**src/source/rv_core_pkg.sv**
```systemverilog
`default_nettype none

/* shared widths, RV64I major opcodes and decode types for the single-cycle core
   only the opcodes the core executes are listed; others retire as no-ops */

package rv_core_pkg;

  localparam int unsigned XLEN = 64;
  localparam logic [XLEN-1:0] RESET_PC = 64'h8000_0000;

  // major opcodes, inst[6:0]
  localparam logic [6:0] OPC_OP_IMM    = 7'h13;
  localparam logic [6:0] OPC_OP_IMM_32 = 7'h1b;
  localparam logic [6:0] OPC_OP        = 7'h33;
  localparam logic [6:0] OPC_OP_32     = 7'h3b;
  localparam logic [6:0] OPC_LUI       = 7'h37;
  localparam logic [6:0] OPC_AUIPC     = 7'h17;
  localparam logic [6:0] OPC_JAL       = 7'h6f;
  localparam logic [6:0] OPC_JALR      = 7'h67;
  localparam logic [6:0] OPC_BRANCH    = 7'h63;

  typedef enum logic [3:0] {
    ALU_ADD, ALU_SUB, ALU_SLT, ALU_SLTU, ALU_XOR,
    ALU_OR, ALU_AND, ALU_SLL, ALU_SRL, ALU_SRA
  } alu_op_e;

  typedef enum logic [2:0] {
    BR_NONE, BR_EQ, BR_NE, BR_LT, BR_GE, BR_LTU, BR_GEU
  } br_op_e;

  // decode result, consumed by exe, pc and writeback
  typedef struct packed {
    logic    rd_w_ena;
    logic [4:0] rd_w_addr;
    alu_op_e alu_op;
    logic    is_word_opt;
    br_op_e  br_op;
    logic    is_jal;
    logic    is_jalr;
  } dec_ctrl_t;

  // register writeback port
  typedef struct packed {
    logic            ena;
    logic [4:0]      addr;
    logic [XLEN-1:0] data;
  } wb_t;

endpackage

`default_nettype wire

```
**src/source/regfile.sv**
```systemverilog
`timescale 1ns/1ps
`default_nettype none

/* 31 x 64-bit registers, two combinational reads, one write at the clock edge
   x0 is not stored and always reads zero */

module regfile (
  input  logic                         clk,
  input  logic                         arst_n,
  input  logic [4:0]                   rs1_r_addr,
  input  logic [4:0]                   rs2_r_addr,
  output logic [rv_core_pkg::XLEN-1:0] r_data1,
  output logic [rv_core_pkg::XLEN-1:0] r_data2,
  input  rv_core_pkg::wb_t             wb
);
  import rv_core_pkg::*;

  logic [XLEN-1:0] regs [1:31];

  always_ff @(posedge clk or negedge arst_n) begin
    if (!arst_n) begin
      for (int i = 1; i < 32; i++) begin
        regs[i] <= '0;
      end
    end else if (wb.ena && (wb.addr != 5'd0)) begin
      regs[wb.addr] <= wb.data;
    end
  end

  assign r_data1 = (rs1_r_addr == 5'd0) ? '0 : regs[rs1_r_addr];
  assign r_data2 = (rs2_r_addr == 5'd0) ? '0 : regs[rs2_r_addr];

  // decode never requests a write to x0
  assert property (@(posedge clk) disable iff (!arst_n) wb.ena |-> (wb.addr != 5'd0))
    else $error("regfile: write enable with x0 destination");

endmodule

`default_nettype wire

```
**config.mk**
```make
export PLATFORM = sky130hd
export DESIGN_NAME = regfile
export DESIGN_NICKNAME = d
export VERILOG_FILES = /design/src/source/rv_core_pkg.sv /design/src/source/regfile.sv
export SDC_FILE = /design/constraint.sdc
export NUM_CORES = 2
export LEC_CHECK = 0
export BUFFER_PORTS_ARGS = -buffer_cell sky130_fd_sc_hd__buf_2
export CORE_MARGIN = 8
export CORE_UTILIZATION = 55
export DETAILED_ROUTE_END_ITERATION = 8
export HOLD_SLACK_MARGIN = 0.06
export PLACE_DENSITY = 0.74
export SYNTH_ARGS = -nofsm -noshare
export SYNTH_HDL_FRONTEND = slang
export SYNTH_SLANG_ARGS = --single-unit
```
**constraint.sdc**
```tcl
create_clock -name clk -period 2.3 [get_ports clk]
set_input_delay 0.345 -clock clk [delete_from_list [all_inputs] [get_ports clk]]
set_output_delay 0.345 -clock clk [all_outputs]
set_load 0.02 [all_outputs]
```
# Word-level counts from Yosys, hierarchy flattened
# Index checks and enable logic that the tools add are counted.
[totals] regBits=1984 output_inout_bits=128
[op_classes] n_lt_le_gt_ge=4 mux=11 n_bitwise=3 n_reduce_logical=5
[op_table] operator="$bwmux 1984" count=1
[op_table] operator="$bmux 64 s5" count=2
[op_table] operator="$mux 64" count=7
[op_table] operator="$demux 64 s5" count=1
[op_table] operator="$ge 6x6->1 const B" count=3
[op_table] operator="$not 5->6" count=3
[op_table] operator="$logic_not 5->1" count=2
[op_table] operator="$lt 6x1->1 const B" count=1
[op_table] operator="$reduce_bool 5->1" count=1
[op_table] operator="$logic_and 1x1->1" count=2

# Logic depth before layout (Yosys ltp)
[logic_depth] ltp_word=6 depth_mapped=10 depth_no_buf=5

# Worst setup path after synthesis
# OpenSTA, ideal clock, no wires.
[synth_path] kind="input port to output port" start="input port rs2_r_addr[1]" end="output port r_data2[5] (netlist name)" t_arrival_ns=2.142 slack_ns=-0.187 path_stages=8 n_path_buf=4 cell_sequence="buf_2 > buf_2 > buf_2 > buf_1 > mux4_2 > mux2_2 > o211ai_1 > o21ai_0"
[synth_via] elab_chain_cells=5 elab_cells_between_ends=6
[synth_rtl] element="from (decl)" line="regfile.sv:11" text="input logic [4:0] rs2_r_addr,"
[synth_rtl] element="$not 5->6 (implied by the code)" line="regfile.sv:31" text="assign r_data2 = (rs2_r_addr == 5'd0) ? '0 : regs[rs2_r_addr];"
[synth_rtl] element="$bmux 64 s5" line="regfile.sv:31"
[synth_rtl] element="$mux 64 (implied by the code) (2 in a row)" line="regfile.sv:31"
[synth_rtl] element="$mux 64 *" line="regfile.sv:31"
[synth_rtl] element="to (decl)" line="regfile.sv:13" text="output logic [rv_core_pkg::XLEN-1:0] r_data2,"
# Mark *: on every way between the ends. The rest lies on a longest branch, timed or not. The select of a mux whose other input is x is not followed.

# Worst setup path after layout
[layout_path] start="register regs[824] (netlist name)" end="output port r_data2[56] (netlist name)"
[layout_via] elab_chain_cells=4
[layout_rtl] element="from (decl)" line="regfile.sv:18" text="logic [XLEN-1:0] regs [1:31];"
[layout_rtl] element="from (signal, indexed assignment)" line="regfile.sv:26" text="regs[wb.addr] <= wb.data;"
[layout_rtl] element="$bmux 64 s5" line="regfile.sv:31"
[layout_rtl] element="$mux 64 (implied by the code) (2 in a row)" line="regfile.sv:31"
[layout_rtl] element="$mux 64" line="regfile.sv:31"
# No other way between the ends. The select of a mux whose other input is x is not followed.

==> flow_metrics.py <==
metrics = {
    "synthesis": {
        "postSynthAreaPerCell_um2": 14.3,
        "synth.yosys.warnings": 0,
        "synth-async-reset-ratio_pct": 100,
        "syn_inst": 7449,
        "synth-main-ff-cell": "sky130_fd_sc_hd__dfrtp_1",
        "synth_seq_cells": 1984,
        "summed_instance_area_of_the_synthesized_netlist_mm2": 0.107,
        "synth_enable_flop_cells": 0,
        "synth.net_count": 7531,
        "yosys.cell_types.count": 44,
        "cell_with_the_most_instances_after_synthesis": "sky130_fd_sc_hd__mux2_2",
        "top_cell_type_s_share_of_synthesized_area_pct": 46.5,
        "ys_top_cells_by_count": "2,178 x sky130_fd_sc_hd__mux2_2, 1,984 x sky130_fd_sc_hd__dfrtp_1, 748 x sky130_fd_sc_hd__mux4_2",
        "synth.top_cells.by_area": "sky130_fd_sc_hd__dfrtp_1 47%, sky130_fd_sc_hd__mux2_2 23%, sky130_fd_sc_hd__mux4_2 16%",
        "cell_type_with_the_largest_total_area_after_synthesis": "sky130_fd_sc_hd__dfrtp_1",
        "synth_sequential_area_ratio_pct": 46.5,
    },
    "sta": {
        "rsz_0062_raised_after_global_routing": "yes",
        "fmax_mhz": 327,
        "setup_viol": 128,
        "fin_crit_sh_pct": 133,
        "finClkSkew_ns": 0,
        "final.setup.worst_slack_ns": -0.757,
        "setup-tns-final_ns": -70.02,
        "post-route-min-period_ns": 3.06,
        "worst_slew_pin_slew_ns": 0.978,
        "timing.slew.headroom_pct": 34.3,
        "hold_viol_final": 0,
        "slew_viol_final": 0,
    },
    "global_routing": {
        "antenna_found_initial": 28,
        "first_global_vias": 78004,
        "grt_remaining_overflow": 0,
        "grt_first_pass_wirelength_mm": 527,
        "pin_count_of_the_biggest_net_entering_global_routing": 130,
        "grtUsageTotal_pct": 33.3,
    },
    "setup_path": {
        "cp_data_required_time_ns": 1.96,
        "arrival_time_worst_endpoint_ns": 2.71,
        "worst-setup-path-type": "reg -> out",
        "worstPathMaxFanout": 3,
        "endpoint_kind": "primary output",
        "start_kind": "register",
    },
    "placement": {
        "placedInstanceArea_mm2": 0.118,
        "dp_hpwl_mm": 225,
        "globalplace.congestion": 0.899,
        "port_buffers": 209,
    },
    "die": {
        "start_util_pct": 55.4,
        "fp-row-count": 161,
        "fp.dieArea_mm2": 0.208,
        "chipWidth_um": 456,
        "total_core_area_mm2": 0.193,
        "ioPinCount": 210,
        "die-height_um": 456,
    },
    "final_layout": {
        "flow.area_growth_from_synthesis_pct": 20.2,
        "largest_register": "regs",
        "finish.instance_area_mm2": 0.128,
        "max_ffs_per_register": 1984,
        "seq_area_mm2": 0.0496,
        "layout.core_utilization_pct": 66.6,
        "fillCellCount": 13136,
        "post_route_cells_drive_above_1_share_pct": 57.4,
        "top_regs": "regs (1984)",
        "multi_input_comb_area_mm2": 0.0550,
        "final_nets": 8142,
    },
    "routing": {
        "initialDrtViolationCount": 8286,
        "drt-vias-per-instance": 6.95,
        "count_of_tritonroute_iterations_in_the_first_routing_pass": 6,
        "vias": 74914,
        "total_wire_length_mm": 355,
        "antenna_violating_nets_post_route": 0,
        "wl_per_cell_um": 32.9,
        "drc_errors": 0,
    },
    "clocking": {
        "clock_tree.buffer_depth": 3,
        "cts_tree": "yes",
        "cts_max_level": 4,
        "cts-buffers-inserted": 208,
        "clock_net_sink_count": 1984,
        "clockRootBuffer": "sky130_fd_sc_hd__clkbuf_16",
        "clock_insertion_delay_worst_skew_ns": 0.86,
        "clk_transition_reported_paths_ns": 0.06,
    },
    "pwr": {
        "total_power_mw": 109,
        "leakage_nw": 56.9,
        "ir_worst_vdd_v": 0.000710,
        "power_density_mw_per_mm2": 848,
    },
    "hold_path": {
        "worst_hold_path_type": "in -> reg",
    },
    "status": {
        "run_status": "complete, but fails checks",
        "failing_checks": "negative setup slack",
    },
    "run": {
        "max_cap_violations": 0,
    },
}
repair_timing:
action,CTS,global route
hold endpoints to repair,1414,0
pin swaps,125,96
cloned,0,1
endpoints found under the setup margin,128,128
resized for setup,342,124
hold buffers,9,0
buffers inserted,114,47
metal layers:
layer	up-vias	part of all wire, %	routed length (µm)	track usage, %
met3	1098	9.7	34300	8.22
met2	4334	46	165000	51.9
met5	-	0.015	53	0
li1	29738	-	-	-
met4	8	6.0	21100	17.5
met1	39736	38	135000	43.5
layout make-up:
type / instances / share of cell area, %
inverter: 1 / 0.00488
clock buffer: 291 / 4.71
timing repair buffer: 1203 / 10.2
multi-input combinational: 4662 / 42.9
antenna: 23 / 0.0449
clock inverter: 95 / 0.957
tap: 2526 / 2.46
sequential: 1984 / 38.7
worst max-delay path, stage by stage, from the launching register on:
cell	delay [ns]
sky130_fd_sc_hd__dfrtp_1	0.40
sky130_fd_sc_hd__mux4_2	0.48
sky130_fd_sc_hd__mux2_2	0.28
sky130_fd_sc_hd__o211ai_1	0.21
sky130_fd_sc_hd__o21ai_1	0.14
sky130_fd_sc_hd__buf_4	0.19
sky130_fd_sc_hd__buf_6	0.15
through the flow:
step | setup WS (ns) | cells | hold WS [ns]
global placement | -0.719 | 10218 | 0.245
detailed placement | -0.704 | 10218 | 0.247
floorplan | -0.0358 | 7449 | 0.0494
global route | -0.784 | 10776 | 0.114
finish | -0.757 | 10785 | 0.111
CTS | -0.802 | 10716 | 0.0626
layout by cell type, fill, tap and decap left out, drive strengths merged, types with 18 or more instances in the layout:
cell type,count
a21oi,121
a221oi,120
a22oi,75
a31oi,68
buf,1193
bufinv,25
clkbuf,292
clkinv,47
dfrtp,1984
diode,23
mux2,2185
mux2i,458
mux4,748
nand2,254
nand3,19
nor2,105
nor2b,121
nor3,88
o211ai,79
o21ai,105
o32a,18
cells by family after synthesis:
logic type	count (synthesis)	synth area share, %
multiplexers	3391	43.2
AND/OR/NAND/NOR	620	2.69
buffers and inverters	803	3.37
AO/OA/AOI/OAI	651	4.21
flip-flops	1984	46.5
final timing paths:
kind | start | slack, ns | endpoint | depth (start not counted)
hold reg to reg | regs[1632] | 0.52 | regs[1632] | 1
min in group asynchronous | arst_n | 0.24 | regs[195] | 3
hold / removal | wb[13] | 0.11 | regs[1357] | 2
setup / recovery | regs[824] | -0.76 | r_data2[56] | 6
setup reg to reg | regs[560] | 1.26 | regs[560] | 3
max in group asynchronous | arst_n | 1.19 | regs[549] | 4
report_power, final:
group          switching [mW]  leakage [nW]  internal [mW]
clock                    14.8          3.58           21.1
combinational            10.4          28.0           15.1
sequential               5.45          25.4           41.8
total                    30.7          56.9           78.0
No activity file was read; power rests on OpenSTA's default activity.
