$ cat config.mk
export PLATFORM = sky130hd
export DESIGN_NAME = exe_stage
export DESIGN_NICKNAME = d
export VERILOG_FILES = /design/src/source/rv_core_pkg.sv /design/src/source/exe_stage.sv
export SDC_FILE = /design/constraint.sdc
export NUM_CORES = 1
export LEC_CHECK = 0
export BUFFER_PORTS_ARGS = -buffer_cell sky130_fd_sc_hd__buf_2
export CAP_MARGIN = 15
export CORE_ASPECT_RATIO = 0.5
export CORE_MARGIN = 10
export CORE_UTILIZATION = 35
export DETAILED_ROUTE_END_ITERATION = 8
export PLACE_DENSITY = 0.58
export REMOVE_ABC_BUFFERS = 1
export SETUP_SLACK_MARGIN = 0.4
export SLEW_MARGIN = 10
export SYNTH_ARGS = -nofsm -noshare
export SYNTH_HDL_FRONTEND = slang
export SYNTH_SLANG_ARGS = --single-unit
$ cat constraint.sdc
create_clock -name vclk -period 8.5
set_input_delay 1.7 -clock vclk [all_inputs]
set_output_delay 1.7 -clock vclk [all_outputs]
set_load 0.05 [all_outputs]
$ cat src/source/rv_core_pkg.sv
`default_nettype none

/* shared widths, RV64I major opcodes and decode types for the single-cycle core
   only the opcodes the core executes are listed; others retire as no-ops */

package rv_core_pkg;

  localparam int unsigned XLEN = 64;
  localparam logic [XLEN-1:0] RESET_PC = 64'h8000_0000;

  // major opcodes, inst[6:0]
  localparam logic [6:0] OPC_OP_IMM    = 7'h13;
  localparam logic [6:0] OPC_OP_IMM_32 = 7'h1b;
  localparam logic [6:0] OPC_OP        = 7'h33;
  localparam logic [6:0] OPC_OP_32     = 7'h3b;
  localparam logic [6:0] OPC_LUI       = 7'h37;
  localparam logic [6:0] OPC_AUIPC     = 7'h17;
  localparam logic [6:0] OPC_JAL       = 7'h6f;
  localparam logic [6:0] OPC_JALR      = 7'h67;
  localparam logic [6:0] OPC_BRANCH    = 7'h63;

  typedef enum logic [3:0] {
    ALU_ADD, ALU_SUB, ALU_SLT, ALU_SLTU, ALU_XOR,
    ALU_OR, ALU_AND, ALU_SLL, ALU_SRL, ALU_SRA
  } alu_op_e;

  typedef enum logic [2:0] {
    BR_NONE, BR_EQ, BR_NE, BR_LT, BR_GE, BR_LTU, BR_GEU
  } br_op_e;

  // decode result, consumed by exe, pc and writeback
  typedef struct packed {
    logic    rd_w_ena;
    logic [4:0] rd_w_addr;
    alu_op_e alu_op;
    logic    is_word_opt;
    br_op_e  br_op;
    logic    is_jal;
    logic    is_jalr;
  } dec_ctrl_t;

  // register writeback port
  typedef struct packed {
    logic            ena;
    logic [4:0]      addr;
    logic [XLEN-1:0] data;
  } wb_t;

endpackage

`default_nettype wire

$ cat src/source/exe_stage.sv
`timescale 1ns/1ps
`default_nettype none

/* RV64I ALU and branch compare; word forms return bit 31 sign extended
   branch conditions use the raw register values, not the ALU operands */

module exe_stage (
  input  rv_core_pkg::dec_ctrl_t       ctrl,
  input  logic [rv_core_pkg::XLEN-1:0] exe_op1,
  input  logic [rv_core_pkg::XLEN-1:0] exe_op2,
  input  logic [rv_core_pkg::XLEN-1:0] r_data1,
  input  logic [rv_core_pkg::XLEN-1:0] r_data2,
  output logic [rv_core_pkg::XLEN-1:0] alu_result,
  output logic                         br_taken
);
  import rv_core_pkg::*;

  logic [5:0]      shamt;
  logic [XLEN-1:0] shift_src;
  logic [XLEN-1:0] alu_raw;

  // word shifts take 5 bits of shift amount
  assign shamt = ctrl.is_word_opt ? {1'b0, exe_op2[4:0]} : exe_op2[5:0];

  // low word extended first so right shifts pull in the right bits
  always_comb begin
    shift_src = exe_op1;
    if (ctrl.is_word_opt) begin
      if (ctrl.alu_op == ALU_SRA) begin
        shift_src = {{32{exe_op1[31]}}, exe_op1[31:0]};
      end else begin
        shift_src = {32'b0, exe_op1[31:0]};
      end
    end
  end

  always_comb begin
    case (ctrl.alu_op)
      ALU_ADD:  alu_raw = exe_op1 + exe_op2;
      ALU_SUB:  alu_raw = exe_op1 - exe_op2;
      ALU_SLT:  alu_raw = {{(XLEN-1){1'b0}}, $signed(exe_op1) < $signed(exe_op2)};
      ALU_SLTU: alu_raw = {{(XLEN-1){1'b0}}, exe_op1 < exe_op2};
      ALU_XOR:  alu_raw = exe_op1 ^ exe_op2;
      ALU_OR:   alu_raw = exe_op1 | exe_op2;
      ALU_AND:  alu_raw = exe_op1 & exe_op2;
      ALU_SLL:  alu_raw = exe_op1 << shamt;
      ALU_SRL:  alu_raw = shift_src >> shamt;
      ALU_SRA:  alu_raw = $signed(shift_src) >>> shamt;
      default:  alu_raw = '0;
    endcase
  end

  assign alu_result = ctrl.is_word_opt ? {{32{alu_raw[31]}}, alu_raw[31:0]} : alu_raw;

  always_comb begin
    case (ctrl.br_op)
      BR_EQ:   br_taken = (r_data1 == r_data2);
      BR_NE:   br_taken = (r_data1 != r_data2);
      BR_LT:   br_taken = ($signed(r_data1) < $signed(r_data2));
      BR_GE:   br_taken = ($signed(r_data1) >= $signed(r_data2));
      BR_LTU:  br_taken = (r_data1 < r_data2);
      BR_GEU:  br_taken = (r_data1 >= r_data2);
      default: br_taken = 1'b0;
    endcase
  end

endmodule

`default_nettype wire

**After elaboration in Yosys (flattened, before gate mapping)**

Cells that the tools add are included.

- Output and inout port bits: 65
- Input bits: 272
- Register bits after elaboration: 0
- RAM bits: 0
- Bits in latches: 0
- Memories: 0
- Memory bits (read-only): 0
- Word-level logic and storage cells: 38

- Shifts and indexed selects: 3
- Divide/modulo/power cells: 0
- Multipliers: 0
- Order comparisons: 6
- Bitwise logic cells: 3
- Muxes and demuxes: 6
- Equality and inequality tests: 17
- Reduce and logical (&&, ||, !) cells: 1
- $add $sub $neg: 2

Operators by type and width:

| operator | count |
|---|---|
| one-hot mux 64 bit (10 select lines) | 1 |
| < comparator 64 bit | 4 |
| 2-to-1 mux 64 bit | 3 |
| greater-or-equal comparator 64 bit | 2 |
| adder 64 bit | 1 |
| AND 64 bit | 1 |
| == test 64 bit | 1 |
| != test 64 bit | 1 |
| bitwise OR 64 bit | 1 |
| << shifter 64 x 6 -> 64 bit | 1 |
| >> shifter 64 x 6 -> 64 bit | 1 |
| >>> shifter 64 x 6 -> 64 bit | 1 |
| subtractor 64 bit | 1 |
| XOR 64 bit | 1 |
| == test 4 x 3 -> 1 bit (second input constant) | 4 |
| == test 3 bit (second input constant) | 3 |
| == test 4 x 2 -> 1 bit (second input constant) | 2 |
| == test 4 bit (second input constant) | 2 |
| == test 3 x 2 -> 1 bit (second input constant) | 2 |
| 2-to-1 mux 6 bit | 1 |
| one-hot mux 1 bit (6 select lines) | 1 |
| == test 4 x 1 -> 1 bit (second input constant) | 1 |
| logical NOT 4 bit | 1 |
| == test 3 x 1 -> 1 bit (second input constant) | 1 |

**Longest topological paths before layout**

- Depth after elaboration: 6
- Gate-level depth with buffers: 21

**Least setup slack after synthesis**

OpenSTA, ideal clock, no wires.

- Path kind: in2out
- From: in exe_op2[2] in the netlist's numbering
- To: out alu_result[48] in the netlist's numbering
- Slack: 0.209 ns
- Cell stages on the path: 20
- Arrival: 6.591 ns
- Path buffers: 7
- Data required time: 6.800 ns
- Path through: buf_6 > inv_1 > buf_2 > buf_2 > buf_2 > buf_2 > clkbuf_1 > ha_1 > buf_2 > nor2b_1 > o2111ai_1 > nor4bb_1 > o21bai_1 > a311o_1 > a41o_1 > a41oi_2 > o31ai_1 > xnor2_1 > a221oi_1 > o21ai_0

- Cells in the longest elaborated chain, start to end: 4
- Elaborated cells between the ends (all ways): 8
- Those cells by class: add/sub: 2; shift: 3; mux: 3

Ends and longest elaborated chain:

| item | RTL line | source |
|---|---|---|
| from (decl) | exe_stage.sv:10 | `input logic [rv_core_pkg::XLEN-1:0] exe_op2,` |
| parallel branches: the longest is 2 deep, another holds subtractor 64 bit | - |  |
| one-hot mux 64 bit (10 select lines) (*) | exe_stage.sv:38 | `case (ctrl.alu_op)` |
| 2-to-1 mux 64 bit (*) | exe_stage.sv:53 | `assign alu_result = ctrl.is_word_opt ? {{32{alu_raw[31]}}, alu_raw[31:0]} : alu_raw;` |
| to (decl) | exe_stage.sv:13 | `output logic [rv_core_pkg::XLEN-1:0] alu_result,` |

Mark *: on every way between the ends.

**Final worst setup path**

- From: in exe_op1[4] in the netlist's numbering
- To: out alu_result[0] in the netlist's numbering

- Cells in the longest elaborated chain, start to end: 5
- Elaborated cells between the ends (all ways): 9
- Those cells by class: order compare: 2; shift: 3; mux: 4

Ends and longest elaborated chain:

| item | RTL line | source |
|---|---|---|
| from (decl) | exe_stage.sv:9 | `input logic [rv_core_pkg::XLEN-1:0] exe_op1,` |
| parallel branches: the longest is 3 deep, another holds < comparator 64 bit | - |  |
| one-hot mux 64 bit (10 select lines) (*) | exe_stage.sv:38 |  |
| 2-to-1 mux 64 bit (*) | exe_stage.sv:53 |  |

Marks and branches as above.

==> results.cfg <==
[status]
status = finished, final reports clean

[worst_setup_path]
path_cells = buf_2 > inv_1 > ha_1 > nor2_1 > a2111oi_1 > buf_4 > nor2_1 > o41ai_2 > buf_4 > o41ai_1 > nor2_2 > o21bai_2 > a31o_2 > a211oi_1 > buf_4 > o2111ai_1 > nand3_1 > buf_2
crit_fanout = 10
path_class = in2out
crit_required_ns = 6.80
max_stage_delay_ns = 0.79
path_buf_inv = 6
cp.arrival_ns = 6.46
crit_family = compound AO/OA/AOI/OAI gates
critPathCaptureType = output pin
crit_path_top_delay_cell = a2111oi_1
cp.depth = 18
startpoint_type = input port
crit_top_cell = buf_4

[cells_and_area]
synthToLayoutAreaGrowth_pct = 11.5
final_area_um2 = 24500
final.fill_count = 6760
fin_cells = 4242
drive_gt1_share_pct = 18.8
seq_area_um2 = 0
finalNetCount = 3945
seq_cells = 0
num-clock-buffers = 0

[cts]
post_cts_buffers = 0
postCtsHoldBufs = 0

[synthesis]
syn-cell-area_um2 = 22000
yosysMostFrequentCell = nor2_1
yosysTopAreaCellShare_pct = 14.6
synth.distinct_cells = 101
synthTopCellsByCount = nor2_1, a21oi_1, inv_1
synth_area_leaders = ha_1, mux4_2, nor2_1
yosysWarnings = 0
synth_area_leader_cell = ha_1
syn_inst = 3217
yosysSeqAreaShare_pct = 0
avgSynthCellArea_um2 = 6.84

[sta]
drv_slew = 0
clock.fmax_mhz = 123
slew-limit-headroom_pct = 20.7
rsz0062_at_grt = no
worst_slew_pin_slew_ns = 1.19
fin_crit_ns = 8.16
hold_viol = 0
setup-violations-final = 0
min_period_over_period_pct = 96.0
layout_setup_ws_ns = 0.339

[worst_hold_path]
worstHoldPathType = in2out
hold_depth = 4

[drt]
ant_nets = 0
route.detailed.drc = 0
drt-initial-drc-count = 5175
via_per_inst = 6.93
route.vias.total = 29400
drt-total-wl_mm = 140
wire_per_inst_um = 32.9
drtPass1Iterations = 7

[placement]
pre_cts_ws_ns = 0.235
postPlaceCellArea_um2 = 24400
dp.cells = 4237
dp_hpwl_mm = 112
finalWeightedCongestion = 1.05
portBuffers = 329

[grt]
antenna_found_initial = 12
track_usage_pct = 35.3
grt_pass1_vias = 27000
grt_pass1_wl_mm = 196
grt_max_degree = 155
grt_overflow = 0

[floorplanning]
start_util_pct = 35.7
die_w_um = 375
die_h_um = 197
ioPinCount = 337
core_area_um2 = 61700
die-area_um2 = 73900
rows = 64

[flow_run]
cap_viol_max_count = 0
[path summary, 6_finish.rpt]
path                   start            end  slack [ns]
hold / removal       ctrl[2]       br_taken        3.91
setup / recovery  exe_op1[4]  alu_result[0]        0.34
[cell usage in the layout (no fill, tap or decap), types with 48 or more instances in the layout]
cell type	count
ha_1	257
nor3_1	77
o21bai_1	50
buf_4	106
mux2i_1	75
a21o_1	48
inv_1	258
o21ai_0	209
buf_2	324
nand3_1	67
a21oi_1	310
a211oi_1	66
nor2_1	449
o221ai_1	59
a221oi_1	58
mux4_2	111
nand2_1	226
[per-stage QoR]
step | util (%) | hold WS [ns] | TNS, ns
after floorplan | - | 3.71 | -55.63
after global routing | 39.7 | 3.93 | 0
final | 39.8 | 3.91 | 0
after CTS | 39.6 | 3.91 | 0
after detailed placement | 39.6 | 3.91 | 0
after global placement | 39.6 | 3.90 | 0
[repair_timing]
item	in CTS	in global routing
pin swaps	0	0
endpoints found under the setup margin	8	21
resized for setup	3	13
[routing by layer]
metal  track usage [%]  vias up  routed length [um]
met5                 0        -                 113
met4              12.2       16                5950
met3              11.8      334               19700
met2              51.5     2316               56000
met1              47.9    14200               57900
li1                  -    12500                   -
[area by class of cell]
type | count | area [um^2] | area share [%]
inverter | 267 | 1010 | 4.10
multi-input combinational | 2708 | 19900 | 81.3
antenna | 5 | 12.5 | 0.0510
timing repair buffer | 437 | 2540 | 10.4
tap | 825 | 1030 | 4.21
[cell families (layout without fill, tap and decap cells)]
family          count (synthesis)  after routing  share of synthesized area (%)
other cells                     0              5                              0
buf+inv                       509            704                           9.92
mux                           226            226                           17.9
xor+xnor                       20             20                          0.796
simple gates                 1026           1026                           20.9
fa+ha+maj                     259            259                           14.8
compound gates               1177           1177                           35.7
