===== src/source/rv_core_pkg.sv =====
`default_nettype none

/* shared widths, RV64I major opcodes and decode types for the single-cycle core
   only the opcodes the core executes are listed; others retire as no-ops */

package rv_core_pkg;

  localparam int unsigned XLEN = 64;
  localparam logic [XLEN-1:0] RESET_PC = 64'h8000_0000;

  // major opcodes, inst[6:0]
  localparam logic [6:0] OPC_OP_IMM    = 7'h13;
  localparam logic [6:0] OPC_OP_IMM_32 = 7'h1b;
  localparam logic [6:0] OPC_OP        = 7'h33;
  localparam logic [6:0] OPC_OP_32     = 7'h3b;
  localparam logic [6:0] OPC_LUI       = 7'h37;
  localparam logic [6:0] OPC_AUIPC     = 7'h17;
  localparam logic [6:0] OPC_JAL       = 7'h6f;
  localparam logic [6:0] OPC_JALR      = 7'h67;
  localparam logic [6:0] OPC_BRANCH    = 7'h63;

  typedef enum logic [3:0] {
    ALU_ADD, ALU_SUB, ALU_SLT, ALU_SLTU, ALU_XOR,
    ALU_OR, ALU_AND, ALU_SLL, ALU_SRL, ALU_SRA
  } alu_op_e;

  typedef enum logic [2:0] {
    BR_NONE, BR_EQ, BR_NE, BR_LT, BR_GE, BR_LTU, BR_GEU
  } br_op_e;

  // decode result, consumed by exe, pc and writeback
  typedef struct packed {
    logic    rd_w_ena;
    logic [4:0] rd_w_addr;
    alu_op_e alu_op;
    logic    is_word_opt;
    br_op_e  br_op;
    logic    is_jal;
    logic    is_jalr;
  } dec_ctrl_t;

  // register writeback port
  typedef struct packed {
    logic            ena;
    logic [4:0]      addr;
    logic [XLEN-1:0] data;
  } wb_t;

endpackage

`default_nettype wire


===== src/source/pc_gen.sv =====
`timescale 1ns/1ps
`default_nettype none

/* pc register, updated at every edge that samples a valid instruction
   no misaligned-target trap, the pc is expected to stay word aligned */

module pc_gen (
  input  logic                         clk,
  input  logic                         arst_n,
  input  logic                         inst_valid,
  input  rv_core_pkg::dec_ctrl_t       ctrl,
  input  logic                         br_taken,
  input  logic [rv_core_pkg::XLEN-1:0] jmp_imm,
  input  logic [rv_core_pkg::XLEN-1:0] jalr_target,
  output logic [rv_core_pkg::XLEN-1:0] pc
);
  import rv_core_pkg::*;

  logic [XLEN-1:0] pc_next;

  // branch/jal relative, jalr absolute, else sequential
  always_comb begin
    if (br_taken || ctrl.is_jal) begin
      pc_next = pc + jmp_imm;
    end else if (ctrl.is_jalr) begin
      pc_next = jalr_target;
    end else if (inst_valid) begin
      pc_next = pc + 64'd4;
    end else begin
      pc_next = pc;
    end
  end

  always_ff @(posedge clk or negedge arst_n) begin
    if (!arst_n) begin
      pc <= RESET_PC;
    end else begin
      pc <= pc_next;
    end
  end

  assert property (@(posedge clk) disable iff (!arst_n) pc[1:0] == 2'b00)
    else $error("pc_gen: pc not word aligned, pc=%h", pc);

endmodule

`default_nettype wire


===== config.mk =====
export PLATFORM = sky130hd
export DESIGN_NAME = pc_gen
export DESIGN_NICKNAME = d
export VERILOG_FILES = /design/src/source/rv_core_pkg.sv /design/src/source/pc_gen.sv
export SDC_FILE = /design/constraint.sdc
export NUM_CORES = 1
export LEC_CHECK = 0
export BUFFER_PORTS_ARGS = -buffer_cell sky130_fd_sc_hd__buf_4
export CORE_MARGIN = 1
export CORE_UTILIZATION = 45
export CTS_CLUSTER_SIZE = 30
export DETAILED_ROUTE_END_ITERATION = 7
export PLACE_DENSITY = 0.7
export SYNTH_ARGS = -nofsm -noshare
export SYNTH_HDL_FRONTEND = slang
export SYNTH_SLANG_ARGS = --single-unit

===== constraint.sdc =====
create_clock -name clk -period 5.35 [get_ports clk]
set_clock_uncertainty 0.15 [all_clocks]
set_input_delay 1.07 -clock clk [delete_from_list [all_inputs] [get_ports clk]]
set_output_delay 1.07 -clock clk [all_outputs]
set_load 0.1 [all_outputs]

---- Word-level counts from Yosys, hierarchy flattened ----
Index checks and enable logic that the tools add are counted.
storage, ports and cells
  register bits after elaboration ......... 64
  latch bits .............................. 0
  bits in writable memories ............... 0
  memory bits (read-only) ................. 0
  bits of input ports ..................... 148
  memories kept ........................... 0
operators by class
  add/sub/neg operators ................... 2
  multipliers ............................. 0
  divide/modulo/power cells ............... 0
  magnitude comparators ................... 0
  equal/unequal tests ..................... 0
  shifts and indexed selects .............. 0
  mux-type cells .......................... 3
  bitwise gates (word level) .............. 0
  reductions and logical operators ........ 2
operators by type and width
  cell                                                              count
  64-bit 2-to-1 mux                                                 3
  64-bit by 3-bit adder with 64-bit output (second input constant)  1
  64-bit adder                                                      1
  3-bit nonzero test                                                1
  1-bit logical OR                                                  1

---- Logic depth before layout (Yosys ltp) ----
  word-level depth ........................ 4
  mapped depth ............................ 12

---- Least setup slack after synthesis ----
OpenSTA, ideal clock, no wires.
  path type ............................... input to register
  from .................................... in jmp_imm[0] (netlist name)
  to ...................................... reg pc[52] (netlist name)
  arrival time ............................ 3584 ps
  required time ........................... 5066 ps
  slack ................................... 1482 ps
  stages on the path ...................... 12
  path buffers ............................ 0
  path through ............................ ha_1 -> fa_1 -> a21o_1 -> a21o_1 -> a211oi_2 -> nor3_1 -> o21bai_1 -> nand2_2 -> a211oi_2 -> o21ai_2 -> a2111oi_0 -> nor3_1
on the way
  cells in the longest elaborated chain, start to end .. 2
RTL lines
  element                 RTL line      RTL
  start: declaration      pc_gen.sv:13  input logic [rv_core_pkg::XLEN-1:0] jmp_imm,
  64-bit adder            pc_gen.sv:24  pc_next = pc + jmp_imm;
  64-bit 2-to-1 mux       pc_gen.sv:23  if (br_taken || ctrl.is_jal) begin
  end signal: assignment  pc_gen.sv:38  pc <= pc_next;
  end: declaration        pc_gen.sv:15  output logic [rv_core_pkg::XLEN-1:0] pc
No other way between the ends.
A chain may end at the register's enable or synchronous reset.

---- Worst setup path in the final report ----
  from .................................... in jmp_imm[0] (netlist name)
  to ...................................... reg pc[40] (netlist name)
The elaborated chain is that of the path after synthesis.

==> flow_summary_export.csv <==
group,metric,value,unit
worst_setup_path,cp-start-kind,"input pin",
synth,synth-seq-cells,64,
detailed_routing,topRoutingLayerUsed,"met4",
synth,synth_top_cell_by_area,"dfrtp_1",
global_routing,grt_max_degree,72,
worst_setup_path,crit_path_cell_trace,"buf_4 > ha_1 > fa_1 > a21o_1 > a21o_1 > a211oi_2 > nor3_1 > o21bai_1 > nand2_2 > a211o_1 > a41oi_2 > xor2_1 > a21oi_1",
timing,fin_crit_sh,77.5,%
hold_path,hold_class,"flop to flop",
timing,finalMaxSlewViolations,0,
clocking,clock_sinks,64,
final_layout,reg_top3,"pc: 64 flops",
power_and_ir_drop,power.density,763,nW/um^2
floorplan,die-width,137,um
clocking,postCtsHoldBufs,0,
placement,io_buffers,197,
timing,period_minus_slack,4.15,ns
worst_setup_path,end_kind,"flop",
clocking,clk_path_buf_depth,2,
detailed_routing,wirelength,29400,um
final_layout,fillerInstances,1728,
clocking,clock_latency,0.35,ns
synth,ys_seq_area_share,19.6,%
synth,synth-async-reset-ratio,100,%
timing,fmax,241,MHz
floorplan,io_pins,212,
worst_setup_path,crit_family,"compound AO/OA/AOI/OAI gates",
clocking,cts_tree,"done",
final_layout,multiInputGateArea,6270,sq um
power_and_ir_drop,internal_power,0.00294,W
power_and_ir_drop,switching_power,0.00475,W
global_routing,grt_first_pass_wirelength,46200,um
worst_setup_path,max_stage_delay,0.42,ns
detailed_routing,first_pass_iters,7,
final_layout,fin_util,57.4,%
final_layout,seq_area,1600,sq um
timing,hold_viol_final,0,
placement,dp.cells,1490,
detailed_routing,drt_iter0_markers,853,
detailed_routing,drc_errors,0,
detailed_routing,met3_length,2210,um
global_routing,gr-total-overflow,0,
final_layout,final_cell_count_no_fill,1506,
final_layout,syn_to_final_growth,23.0,%
worst_setup_path,arrival,4.19,ns
global_routing,grt_pass1_vias,8621,
detailed_routing,met2WireLength,13200,um
synth,ys_types,68,
timing,rsz0062_at_grt,"false",
clocking,cts_root_buf,"clkbuf_16",
timing,slew_headroom,38.0,%
power_and_ir_drop,p_clk_share,8.7,%
clocking,ctsHtreeMaxLevel,3,
worst_setup_path,worstPathMaxFanout,6,
worst_setup_path,cp_common_cell,"a21o_1",
synth,syn_area,8190,sq um
floorplan,std_cell_rows,48,
run,cap_violations,0,
power_and_ir_drop,leakage,4.33,nW
run_status,outcome,"finished clean",
worst_setup_path,cp.required,5.39,ns
detailed_routing,drtAntennaViolNets,0,
synth,synth_warnings,0,
final_layout,regMostFlops,"pc",
worst_setup_path,cp.buffers_inverters,1,
global_routing,grtUsageTotal,32.0,%
floorplan,die_area,18700,sq um
final_layout,largest_reg_flops,64,
floorplan,start_util,46.7,%
synth,synth_flop_cell,"dfrtp_1",
final_layout,nets,1489,
placement,gp_congestion,0.962,
detailed_routing,met1Wirelength,13400,um
synth,synth_cells,1125,
floorplan,die_h,137,um
power_and_ir_drop,vdd_drop_max,594,uV
synth,syn_avg_cell_area,7.28,sq um
clocking,numCtsBuffers,9,
timing,whs,0.480,ns
synth,synth_area_leaders,"dfrtp_1 19%, ha_1 9.8%, a21oi_1 7.9%",
final_layout,drive_gt1_share,19.5,%
detailed_routing,viasPerCell,6.11,
power_and_ir_drop,finalPower,0.00769,W
global_routing,antenna_found_initial,0,
timing,setup_violations,0,
worst_setup_path,critPathSlowestCell,"fa_1",
timing,setup_tns,0,ns
clocking,path_clk_slew,0.06,ns
power_and_ir_drop,p_sw_share,61.8,%
synth,synth_top_area_share,19.3,%
clocking,postCtsSetupRepairBufs,0,
timing,tightest_slew,0.929,ns
detailed_routing,num_vias,9199,
final_layout,insertedDiodeCount,0,
power_and_ir_drop,seqPwrFrac,16.2,%
synth,synthesis.nets,1338,
synth,synth_edf_count,0,
clocking,postCtsResizedCells,0,
placement,hpwlAfterDp,22700,um
power_and_ir_drop,pwr-share-comb,75.1,%
detailed_routing,wl_per_cell,19.6,um
worst_setup_path,crit_type,"input pin to flop",
floorplan,core,17500,sq um
-- area by class of cell --
class	instances	area share (%)
Timing Repair Buffer	202	15.1
Clock buffer	10	2.37
Clock inverter	6	0.820
Multi-Input combinational cell	977	62.2
Tap cell	225	2.79
Inverter	22	0.820
Sequential cell	64	15.9
-- cell families (layout without fill, tap and decap cells) --
logic type	count (synthesis)	after routing	share of synthesized area [%]
buffers and inverters	84	240	3.96
XOR/XNOR	108	108	11.6
multiplexers	6	6	0.733
flip-flops	64	64	19.6
AND/OR/NAND/NOR	428	428	25.7
AO/OA/AOI/OAI	370	370	28.5
adder cells (fa/ha/maj)	65	65	10.0
-- path summary, 6_finish.rpt --
kind / end / startpoint / cells past startpoint / slack (ns)
max reg2reg: pc[40]$_DFFE_PN0P_ / pc[0]$_DFFE_PN0P_ / 12 / 1.62
max in group asynchronous: pc[48]$_DFFE_PN0P_ / arst_n / 1 / 3.73
min: pc[12]$_DFFE_PN0P_ / pc[12]$_DFFE_PN0P_ / 2 / 0.48
min in group asynchronous: pc[33]$_DFFE_PN0P_ / arst_n / 1 / 0.71
max: pc[40]$_DFFE_PN0P_ / jmp_imm[0] / 13 / 1.20
min reg2reg: pc[12]$_DFFE_PN0P_ / pc[12]$_DFFE_PN0P_ / 2 / 0.48
-- power groups by stage --
stage,logic [W],clock network (W),registers [W]
finish,0.00577,0.000671,0.00124
global route,0.00620,0.000693,0.00129
floorplan,0.00270,0,0.00288
global placement,0.00566,0,0.00124
detailed placement,0.00570,0,0.00124
CTS,0.00572,0.000675,0.00124
-- worst register-to-register path, delay by kind of cell (launching register included) --
kind            cells  cell delay, ns
compound gates      7            1.88
fa+ha+maj           2            0.65
flops               1            0.41
simple gates        2            0.29
xor+xnor            1            0.19
-- metal layers --
metal	global-route usage, %	vias to the layer above
li1	-	4455
met2	49.9	347
met5	0	-
met1	44.7	4352
met4	8.55	0
met3	6.33	45
-- Yosys cell counts, drive strengths merged, types with 3 or more instances --
master,instances
nor4,7
and3,22
a221o,3
o221ai,3
o21bai,15
a211oi,34
nand2,130
nor2b,11
nand3,38
o21ai,81
a311oi,3
ha,64
xnor2,51
buf,11
xor2,57
clkbuf,51
a31oi,15
nand4,47
and4,12
a21oi,129
or3,8
nor2,114
o21a,7
inv,21
mux2i,6
o22ai,4
a221oi,3
a2111oi,4
and2,7
nor3,25
dfrtp,63
a31o,6
o211ai,18
a21o,28
or2,3
-- cells in the final DEF, fill, tap and decap left out, types with 15 or more instances in the layout --
master / netlist / routed
a211oi_1: 32 / 32
a21o_1: 28 / 28
a21oi_1: 129 / 129
a31oi_1: 15 / 15
and3_1: 22 / 22
buf_4: 0 / 202
dfrtp_1: 63 / 63
ha_1: 64 / 64
inv_1: 21 / 21
nand2_1: 129 / 129
nand3_1: 37 / 37
nand4_1: 44 / 44
nor2_1: 113 / 112
nor3_1: 23 / 23
o211ai_1: 18 / 18
o21ai_0: 73 / 73
o21bai_1: 15 / 15
xnor2_1: 51 / 51
xor2_1: 57 / 57
-- through the flow --
stage / worst slack [ns] / cell area (sq um)
after floorplan: 1.48 / 8190
after global placement: 0.920 / 9750
after detailed placement: 0.889 / 9750
after CTS: 1.23 / 10100
after global routing: 1.03 / 10100
final: 1.20 / 10100
(Power assumes the default switching activity.)
