--- config.mk ---
export PLATFORM = sky130hd
export DESIGN_NAME = id_stage
export DESIGN_NICKNAME = d
export VERILOG_FILES = /design/src/source/rv_core_pkg.sv /design/src/source/id_stage.sv
export SDC_FILE = /design/constraint.sdc
export NUM_CORES = 1
export LEC_CHECK = 0
export BUFFER_PORTS_ARGS = -buffer_cell sky130_fd_sc_hd__buf_2
export CAP_MARGIN = 10
export CORE_AREA = 2 2 196 198
export DETAILED_ROUTE_END_ITERATION = 10
export DIE_AREA = 0 0 198 200
export SYNTH_ARGS = -nofsm -noshare
export SYNTH_HDL_FRONTEND = slang
export SYNTH_SLANG_ARGS = --single-unit
--- constraint.sdc ---
create_clock -name vclk -period 4
set_clock_uncertainty 0.15 [all_clocks]
set_input_delay 0.6 -clock vclk [all_inputs]
set_output_delay 0.6 -clock vclk [all_outputs]
set_load 0.03 [all_outputs]
--- src/source/rv_core_pkg.sv ---
`default_nettype none

/* shared widths, RV64I major opcodes and decode types for the single-cycle core
   only the opcodes the core executes are listed; others retire as no-ops */

package rv_core_pkg;

  localparam int unsigned XLEN = 64;
  localparam logic [XLEN-1:0] RESET_PC = 64'h8000_0000;

  // major opcodes, inst[6:0]
  localparam logic [6:0] OPC_OP_IMM    = 7'h13;
  localparam logic [6:0] OPC_OP_IMM_32 = 7'h1b;
  localparam logic [6:0] OPC_OP        = 7'h33;
  localparam logic [6:0] OPC_OP_32     = 7'h3b;
  localparam logic [6:0] OPC_LUI       = 7'h37;
  localparam logic [6:0] OPC_AUIPC     = 7'h17;
  localparam logic [6:0] OPC_JAL       = 7'h6f;
  localparam logic [6:0] OPC_JALR      = 7'h67;
  localparam logic [6:0] OPC_BRANCH    = 7'h63;

  typedef enum logic [3:0] {
    ALU_ADD, ALU_SUB, ALU_SLT, ALU_SLTU, ALU_XOR,
    ALU_OR, ALU_AND, ALU_SLL, ALU_SRL, ALU_SRA
  } alu_op_e;

  typedef enum logic [2:0] {
    BR_NONE, BR_EQ, BR_NE, BR_LT, BR_GE, BR_LTU, BR_GEU
  } br_op_e;

  // decode result, consumed by exe, pc and writeback
  typedef struct packed {
    logic    rd_w_ena;
    logic [4:0] rd_w_addr;
    alu_op_e alu_op;
    logic    is_word_opt;
    br_op_e  br_op;
    logic    is_jal;
    logic    is_jalr;
  } dec_ctrl_t;

  // register writeback port
  typedef struct packed {
    logic            ena;
    logic [4:0]      addr;
    logic [XLEN-1:0] data;
  } wb_t;

endpackage

`default_nettype wire

--- src/source/id_stage.sv ---
`timescale 1ns/1ps
`default_nettype none

/* decodes one RV64I instruction; loads, stores, fence and system give no write
   only rd_w_ena, br_op and the jump flags are qualified by inst_valid */

module id_stage (
  input  logic [31:0]                  inst,
  input  logic                         inst_valid,
  input  logic [rv_core_pkg::XLEN-1:0] inst_addr,
  input  logic [rv_core_pkg::XLEN-1:0] r_data1,
  input  logic [rv_core_pkg::XLEN-1:0] r_data2,
  output logic [4:0]                   rs1_r_addr,
  output logic [4:0]                   rs2_r_addr,
  output rv_core_pkg::dec_ctrl_t       ctrl,
  output logic [rv_core_pkg::XLEN-1:0] exe_op1,
  output logic [rv_core_pkg::XLEN-1:0] exe_op2,
  output logic [rv_core_pkg::XLEN-1:0] jmp_imm,
  output logic [rv_core_pkg::XLEN-1:0] jalr_target
);
  import rv_core_pkg::*;

  logic [6:0]      opcode;
  logic [4:0]      rd;
  logic [2:0]      func3;
  logic [6:0]      func7;
  logic [XLEN-1:0] imm_i;
  logic [XLEN-1:0] imm_u;
  logic [XLEN-1:0] imm_b;
  logic [XLEN-1:0] imm_j;
  logic            is_op_imm;
  logic            is_op_imm_32;
  logic            is_op;
  logic            is_op_32;
  logic            is_lui;
  logic            is_auipc;
  logic            is_jal;
  logic            is_jalr;
  logic            is_branch;
  logic            r_funct_ok;
  logic            word_f3_ok;
  logic            imm64_ok;
  logic            supported;
  alu_op_e         alu_op;
  br_op_e          br_op;
  logic [XLEN-1:0] jalr_sum;

  assign opcode     = inst[6:0];
  assign rd         = inst[11:7];
  assign func3      = inst[14:12];
  assign func7      = inst[31:25];
  assign rs1_r_addr = inst[19:15];
  assign rs2_r_addr = inst[24:20];

  // immediates, all sign extended to 64 bits
  assign imm_i = {{52{inst[31]}}, inst[31:20]};
  assign imm_u = {{32{inst[31]}}, inst[31:12], 12'b0};
  assign imm_b = {{51{inst[31]}}, inst[31], inst[7], inst[30:25], inst[11:8], 1'b0};
  assign imm_j = {{43{inst[31]}}, inst[31], inst[19:12], inst[20], inst[30:21], 1'b0};

  assign is_op_imm    = (opcode == OPC_OP_IMM);
  assign is_op_imm_32 = (opcode == OPC_OP_IMM_32);
  assign is_op        = (opcode == OPC_OP);
  assign is_op_32     = (opcode == OPC_OP_32);
  assign is_lui       = (opcode == OPC_LUI);
  assign is_auipc     = (opcode == OPC_AUIPC);
  assign is_jal       = (opcode == OPC_JAL);
  assign is_jalr      = (opcode == OPC_JALR) && (func3 == 3'd0);
  assign is_branch    = (opcode == OPC_BRANCH);

  // func7 is 0x00, or 0x20 for sub and sra only
  assign r_funct_ok = (func7 == 7'h00) ||
                      ((func7 == 7'h20) && ((func3 == 3'd0) || (func3 == 3'd5)));
  assign word_f3_ok = (func3 == 3'd0) || (func3 == 3'd1) || (func3 == 3'd5);
  // 64-bit shift immediates carry a 6-bit shamt, so only inst[31:26] is checked
  assign imm64_ok   = (func3 == 3'd1) ? (inst[31:26] == 6'h00) :
                      (func3 == 3'd5) ? ((inst[31:26] == 6'h00) || (inst[31:26] == 6'h10)) :
                      1'b1;

  // mul/div encodings and odd func fields fall out here
  assign supported = (is_op_imm && imm64_ok) || (is_op && r_funct_ok) ||
                     (is_op_32 && r_funct_ok && word_f3_ok) ||
                     (is_op_imm_32 && word_f3_ok && ((func3 == 3'd0) || r_funct_ok)) ||
                     is_lui || is_auipc || is_jal || is_jalr;

  always_comb begin
    case (func3)
      3'd0:    alu_op = (inst[30] && (is_op || is_op_32)) ? ALU_SUB : ALU_ADD;
      3'd1:    alu_op = ALU_SLL;
      3'd2:    alu_op = ALU_SLT;
      3'd3:    alu_op = ALU_SLTU;
      3'd4:    alu_op = ALU_XOR;
      3'd5:    alu_op = inst[30] ? ALU_SRA : ALU_SRL;
      3'd6:    alu_op = ALU_OR;
      default: alu_op = ALU_AND;
    endcase
    // upper-immediate and link forms all add
    if (is_lui || is_auipc || is_jal || is_jalr) begin
      alu_op = ALU_ADD;
    end
  end

  always_comb begin
    br_op = BR_NONE;
    if (is_branch) begin
      case (func3)
        3'd0:    br_op = BR_EQ;
        3'd1:    br_op = BR_NE;
        3'd4:    br_op = BR_LT;
        3'd5:    br_op = BR_GE;
        3'd6:    br_op = BR_LTU;
        3'd7:    br_op = BR_GEU;
        default: br_op = BR_NONE;
      endcase
    end
  end

  always_comb begin
    ctrl.rd_w_ena    = inst_valid && supported && (rd != 5'd0);
    ctrl.rd_w_addr   = rd;
    ctrl.alu_op      = alu_op;
    ctrl.is_word_opt = is_op_32 || is_op_imm_32;
    ctrl.br_op       = inst_valid ? br_op : BR_NONE;
    ctrl.is_jal      = inst_valid && is_jal;
    ctrl.is_jalr     = inst_valid && is_jalr;
  end

  // operand mux, default is rs1 with the I-immediate
  always_comb begin
    exe_op1 = r_data1;
    exe_op2 = imm_i;
    if (is_op || is_op_32 || is_branch) begin
      exe_op2 = r_data2;
    end else if (is_lui) begin
      exe_op1 = '0;
      exe_op2 = imm_u;
    end else if (is_auipc) begin
      exe_op1 = inst_addr;
      exe_op2 = imm_u;
    end else if (is_jal || is_jalr) begin
      // link value pc + 4
      exe_op1 = inst_addr;
      exe_op2 = 64'd4;
    end
  end

  assign jmp_imm     = is_branch ? imm_b : (is_jal ? imm_j : '0);
  assign jalr_sum    = r_data1 + imm_i;
  assign jalr_target = {jalr_sum[XLEN-1:1], 1'b0};

endmodule

`default_nettype wire

## Yosys cells after proc, flatten, opt, wreduce, memory -nomap -nowiden

Cells that the tools add are included.

| storage, ports and cells | value |
|---|---|
| flip-flop bits (word level) | 0 |
| bits of input ports | 225 |
| output and inout bits | 282 |

| cells by class | value |
|---|---|
| equal/unequal tests | 18 |
| $add $sub $neg | 1 |
| muxes and demuxes | 19 |
| reductions and logical operators | 37 |

Operators by type and width:

| kind | count |
|---|---|
| 64-bit 2-to-1 mux | 10 |
| 64-bit adder | 1 |
| 7-bit by 6-bit == test with 1-bit output (second input constant) | 4 |
| 4-bit one-hot mux with 7 select lines | 1 |
| 7-bit by 5-bit == test with 1-bit output (second input constant) | 3 |
| 7-bit == test (second input constant) | 3 |
| 1-bit logical OR | 20 |
| 3-bit one-hot mux with 6 select lines | 1 |
| 1-bit logical AND | 13 |
| 3-bit == test (second input constant) | 4 |
| 7-bit logical NOT | 1 |
| 3-bit by 2-bit == test with 1-bit output (second input constant) | 2 |
| 6-bit by 5-bit == test with 1-bit output (second input constant) | 1 |
| 6-bit logical NOT | 1 |
| 3-bit 2-to-1 mux | 2 |
| 5-bit nonzero test | 1 |
| 1-bit 2-to-1 mux | 4 |
| 4-bit 2-to-1 mux | 1 |
| 3-bit by 1-bit == test with 1-bit output (second input constant) | 1 |
| 3-bit logical NOT | 1 |

## Longest topological paths before layout

Gate-level depths: netlist of run 1.

| logic depth | value |
|---|---|
| depth after elaboration | 14 |
| gate-level depth with buffers | 12 |

## Worst setup path after synthesis of run 1

Ideal clock, no wire load.

| timing path | value |
|---|---|
| path type | input to output |
| start point | in inst[31] |
| end point | out jalr_target[62] (netlist bit) |
| setup slack | 0.014 ns |
| stages | 11 |
| buffers on the path | 1 |
| arrival time | 3.236 ns |
| cell sequence | ha_1 clkbuf_1 nand2_1 or3_4 nor4_2 o311ai_1 a21oi_2 o21ai_2 a31o_4 o31ai_4 xor2_1 |

| on the way | value |
|---|---|
| longest elaborated chain between the ends | 1 |

Ends and longest elaborated chain:

| element | RTL line | source |
|---|---|---|
| start: declaration | id_stage.sv:8 | `input logic [31:0] inst,` |
| 64-bit adder | id_stage.sv:148 | `assign jalr_sum = r_data1 + imm_i;` |
| end: declaration | id_stage.sv:19 | `output logic [rv_core_pkg::XLEN-1:0] jalr_target` |

No other way between the ends.

## Final worst setup path of run 1

Same ends and word-level chain as after synthesis.

==> flow_summary.ini, run 1 <==
[floorplan]
rows = 71
die-area_um2 = 39600
io_pins = 507
die_y_um = 200
start_util_pct = 16.6
die_w_um = 198
coreArea_um2 = 37400

[detailed_routing]
drtAntennaViolNets = 0
num_vias = 10000
drtIter0Drc = 392
viasPerCell = 4.58
wl_per_cell_um = 19.1
wirelength_mm = 41.7
drt_pass1_iterations = 6
drc_errors = 0

[worst_setup_path]
cpMaxStageDelayCell = or3_4
cp_num_buf_inv = 3
slowest_delay_ns = 0.35
cpLargestDelayFamily = compound AO/OA/AOI/OAI gates
crit_arrival_ns = 3.40
cp-start-kind = input port
crit_required_ns = 3.25
critPathMaxFanout = 6
critPathKind = input port to output port
crit_chain = buf_12 > buf_16 > ha_4 > and3_4 > nand2_4 > or3_4 > nor4_4 > o311ai_4 > a21oi_4 > o21ai_4 > a31o_4 > o31ai_4 > xor2_1 > buf_4
end_kind = output port

[place]
dp_hpwl_mm = 35.3
gp_congestion = 0.909
io_buffers = 505
dpl_cell_area_um2 = 10600
place_inst = 2150

[sta]
min_period_ns = 4.15
tns_ns = -0.757
finalWorstSetupSlack_ns = -0.146
slew-limit-headroom_pct = 21.6
worst_pin_slew_ns = 1.18
slew_violations = 0
period_share_pct = 104
final_hold_viol_count = 0
achievable-frequency_ghz = 0.241
setup_violations = 12
rsz0062_at_grt = yes

[cells_and_area]
regArea_um2 = 0
area_delta_synth_final_pct = 92.5
final.clkbuf_count = 0
seq_cells = 0
post-route-cell-area_um2 = 12000
instances_no_fill = 2189
post_route_cells_drive_above_1_share_pct = 54.9
layout.nets = 1963
multi_input_area_um2 = 6440
utilization_pct = 32.0
n_fill_cell = 4072

[min_path]
holdCritPathClass = input port to output port

[global_route]
gr-max-usage-layer = met2
grtUsageMet1_pct = 22.6
grt-ovfl-total = 0
grtUsageMet3_pct = 1.71
grt_use_met2_pct = 38.7
first_global_vias = 9601
grtUsageTotal_pct = 19.5
grt_first_pass_wirelength_mm = 58.4
grt_max_degree = 65
antenna_found_initial = 7

[synthesis]
yosys-top-cells-count = nand2_1, a21oi_1, a21o_1
synthCells = 1022
synth_seq_area_share_pct = 0
synth.distinct_cells = 66
synth_warnings = 0
synth_area_leaders = a21oi_1, ha_1, nand2_1, a21o_1, buf_4
yosysTopAreaCellShare_pct = 12.6
avgSynthCellArea_um2 = 6.09
syn-cell-area_um2 = 6220
yosys.area.top_type = a21oi_1
yosysMostFrequentCell = nand2_1

[run_status]
outcome = finished with violations
failed_checks = negative setup slack

[clock_network]
ctsHoldBuffers = 0

[pwr]
leakage_nw = 6.23
p_total_w = 0.00236
irDropWorstVdd_mv = 0.101
power_density_nw_per_um2 = 197

[job]
maxCapViolations = 0
[cells in the final DEF, fill, tap and decap left out, types with 5 or more instances in the layout]
cell type,count
a21o_1,65
a21oi_1,124
a21oi_2,23
a21oi_4,11
a221o_1,19
a22o_1,5
and2_1,12
buf_12,6
buf_2,477
buf_4,275
buf_6,17
diode_2,5
ha_1,30
ha_4,31
inv_1,12
nand2_1,201
nand2_2,5
nand2b_1,11
nand3_1,7
nand4_1,26
nor2_1,50
nor2b_1,8
nor3_1,12
nor3_2,6
o21a_1,6
o21ai_0,35
o21ai_1,16
o21ai_2,11
o21bai_1,9
xnor2_1,32
xnor2_2,5
xor2_1,24
[final timing paths]
kind     start  depth (start not counted)               to
max   inst[31]                         14  jalr_target[62]
min    inst[8]                          2         ctrl[11]
[kinds of logic (layout without fill, tap and decap cells)]
kind of cell	Yosys count	count (layout)	share of synthesized area, %
xor gates and xnor gates	64	64	9.01
other	1	7	0.0603
buffers and inverters	141	791	12.3
adders and majority gates	63	63	12.8
and+or+nand+nor	378	378	27.7
AOI/OAI and AO/OA	375	375	38.0
[metal layers]
layer | share of wire, % | wire [um] | vias up
li1 | - | - | 4929
met1 | 41 | 17200 | 4694
met2 | 52 | 21600 | 380
met3 | 5.1 | 2120 | 31
met4 | 1.9 | 801 | 2
met5 | 0.022 | 9 | -
[final cells by class]
type                            count  share of cell area, %
Multi-Input combinational cell    882                   53.8
Antenna cell                        5                  0.104
Inverter                           13                  0.407
Timing Repair Buffer              778                   40.4
Tap cell                          511                   5.34
[per-stage QoR]
stage,setup slack (ns),hold WS [ns]
floorplan,0.0142,1.18
global placement,-0.674,1.33
detailed placement,-0.677,1.34
CTS,-0.191,1.34
global route,-0.262,1.34
finish,-0.146,1.34
[power breakdown]
part             internal [W]  leakage, nW  switching (W)        total, W
logic                0.000962         6.23        0.00140         0.00236
registers                   0            0              0               0
clock network  0.000000000168    0.0000317              0  0.000000000168
[repair_timing]
item	in CTS	in global routing
gates resized for setup	171	59
buffers inserted	19	15
pin swaps	32	38
cloned	2	0
setup endpoints to repair	36	28
Power figures use the tool's default switching activity.
==> inputs of run 2 (changes only) <==
--- a/config.mk
+++ b/config.mk
@@ -7,9 +7,12 @@
 export LEC_CHECK = 0
 export BUFFER_PORTS_ARGS = -buffer_cell sky130_fd_sc_hd__buf_2
 export CAP_MARGIN = 10
-export CORE_AREA = 2 2 196 198
+export CELL_PAD_IN_SITES_DETAIL_PLACEMENT = 1
+export CELL_PAD_IN_SITES_GLOBAL_PLACEMENT = 1
+export CORE_AREA = 2 2 199 201
 export DETAILED_ROUTE_END_ITERATION = 10
-export DIE_AREA = 0 0 198 200
+export DIE_AREA = 0 0 201 203
+export PLACE_DENSITY_LB_ADDON = 0.1
 export SYNTH_ARGS = -nofsm -noshare
 export SYNTH_HDL_FRONTEND = slang
 export SYNTH_SLANG_ARGS = --single-unit
==> constraint.sdc (replaced) <==
create_clock -name vclk -period 4
set_clock_uncertainty 0.15 [all_clocks]
set_input_delay 0.2 -clock vclk [all_inputs]
set_output_delay 0.2 -clock vclk [all_outputs]
set_load 0.03 [all_outputs]
==> run 2 against run 1 <==
Largest power group unchanged. Global-route usage down 0.87 points. The run now ends clean. Flip-flop and latch count unchanged. Power down 22%. Maximum frequency up 8.4%. Sequential share of layout area unchanged. Cell count down 9.8%. Setup slack better by 0.32 ns.
==> flow_summary.ini, run 2 (synthesis results as in run 1) <==
[global_route]
grtUsageTotal_pct = 18.6
antenna_found_initial = 3
grt_max_degree = 51
grt_first_pass_wirelength_mm = 59.7
first_global_vias = 9465
grt-ovfl-total = 0

[pwr]
power_density_nw_per_um2 = 201
leakage_nw = 4.96
irDropWorstVdd_mv = 0.0599

[detailed_routing]
drc_errors = 0
wl_per_cell_um = 20.3
wirelength_mm = 40.0
drt_pass1_iterations = 4
num_vias = 8975
drtAntennaViolNets = 0
drtIter0Drc = 296
viasPerCell = 4.55

[cells_and_area]
post_route_cells_drive_above_1_share_pct = 40.3
layout.nets = 1744
regArea_um2 = 0
seq_cells = 0
final.clkbuf_count = 0
area_delta_synth_final_pct = 47.8
n_fill_cell = 5026
layout_common_cells = buf_2, nand2_1, a21oi_1
final_common_cell = buf_2

[run_status]
outcome = complete, no violations

[worst_setup_path]
crit_chain = buf_2 > and2_1 > fa_1 > a211oi_2 > nor2_1 > o21ai_1 > nor2b_4 > o311ai_2 > a32oi_1 > o31ai_2 > a21oi_1 > buf_4 > o21ai_1 > xor2_1 > buf_2
slowest_delay_ns = 0.46
critPathKind = input port to output port
crit_arrival_ns = 3.47
cpMaxStageDelayCell = fa_1
end_kind = output port
cp-start-kind = input port
crit_required_ns = 3.65
critPathMaxFanout = 3

[min_path]
whs_endpoint = ctrl[10]
whs_path_depth = 2
holdCritPathClass = input port to output port
hold_path.startpoint = inst[7]

[sta]
setup_violations = 0
period_share_pct = 95.6
slew-limit-headroom_pct = 32.3
worst_pin_slew_ns = 1.02
finalWorstSetupSlack_ns = 0.177
rsz0062_at_grt = yes
final_hold_viol_count = 0
slew_violations = 0
min_period_ns = 3.82
tns_ns = 0
achievable-frequency_ghz = 0.262

[floorplan]
io_pins = 507
rows = 72
die-area_um2 = 40800
die_y_um = 203
start_util_pct = 16.2
coreArea_um2 = 38500
die_w_um = 201

[place]
io_buffers = 505
dpl_worst_slack_ns = 0.0354
gp_congestion = 0.816
dp_hpwl_mm = 34.9

[job]
maxCapViolations = 0

[clock_network]
ctsHoldBuffers = 0
## run 2: changes by cell type in the layout (fill, tap and decap cells not counted), moves of 17 or more
cell / change
a21oi_2: -21
ha_4: -31
a21oi_1: +32
buf_2: +28
ha_1: +30
buf_6: -17
buf_4: -225
o21ai_0: +21
## run 2: how the worst max path moves through the flow
stage	from	endpoint	slack (ns)	cells after the start
floorplan	inst[31]	jalr_target[62]	0.81	11
global placement	r_data1[0]	jalr_target[48]	0.08	15
detailed placement	r_data1[0]	jalr_target[48]	0.04	15
CTS	r_data1[0]	jalr_target[60]	0.02	15
global route	r_data1[0]	jalr_target[48]	-0.03	15
finish	r_data1[0]	jalr_target[60]	0.18	15
## run 2: where the power goes
part	internal, W	switching [W]
Clock	0.0000000000682	0
Combinational	0.000603	0.00124
Sequential	0	0
## run 2: area by class of cell
class	instances	area (um2)	area share (%)
diodes	2	5.00	0.0544
multi-input cells	882	5510	59.9
repair buffers	559	2980	32.4
inverters	13	48.8	0.531
well taps	518	648	7.05
## run 2: through the flow
stage / instance area, um2 / power (W) / util, % / hold slack (ns) / cells
2_1_floorplan: 6230 / 0.00117 / - / 0.382 / 1023
3_3_place_gp: 9160 / 0.00187 / 23.8 / 0.534 / 1972
3_5_place_dp: 9160 / 0.00186 / 23.8 / 0.535 / 1972
4_1_cts: 9160 / 0.00187 / 23.8 / 0.536 / 1972
5_1_grt: 9190 / 0.00200 / 23.9 / 0.539 / 1972
6_report: 9190 / 0.00185 / 23.9 / 0.536 / 1974
## run 2: timing repair
action | in CTS | in global routing
resized for setup | 0 | 9
buffers inserted | 0 | 0
setup endpoints to repair | 0 | 10
## run 2: layer usage
metal  track usage [%]  wire length, um
met1              21.9            16500
met2              35.7            20400
met3              3.92             2760
met4              1.32              339
met5                 0                0
## run 2: worst max-delay path, delay by kind of cell
kind / cells / cell delay (ns)
AND/OR/NAND/NOR: 3 / 0.58
buffers and inverters: 3 / 0.51
adder cells (fa/ha/maj): 1 / 0.46
XOR/XNOR: 1 / 0.14
AO/OA/AOI/OAI: 7 / 1.58
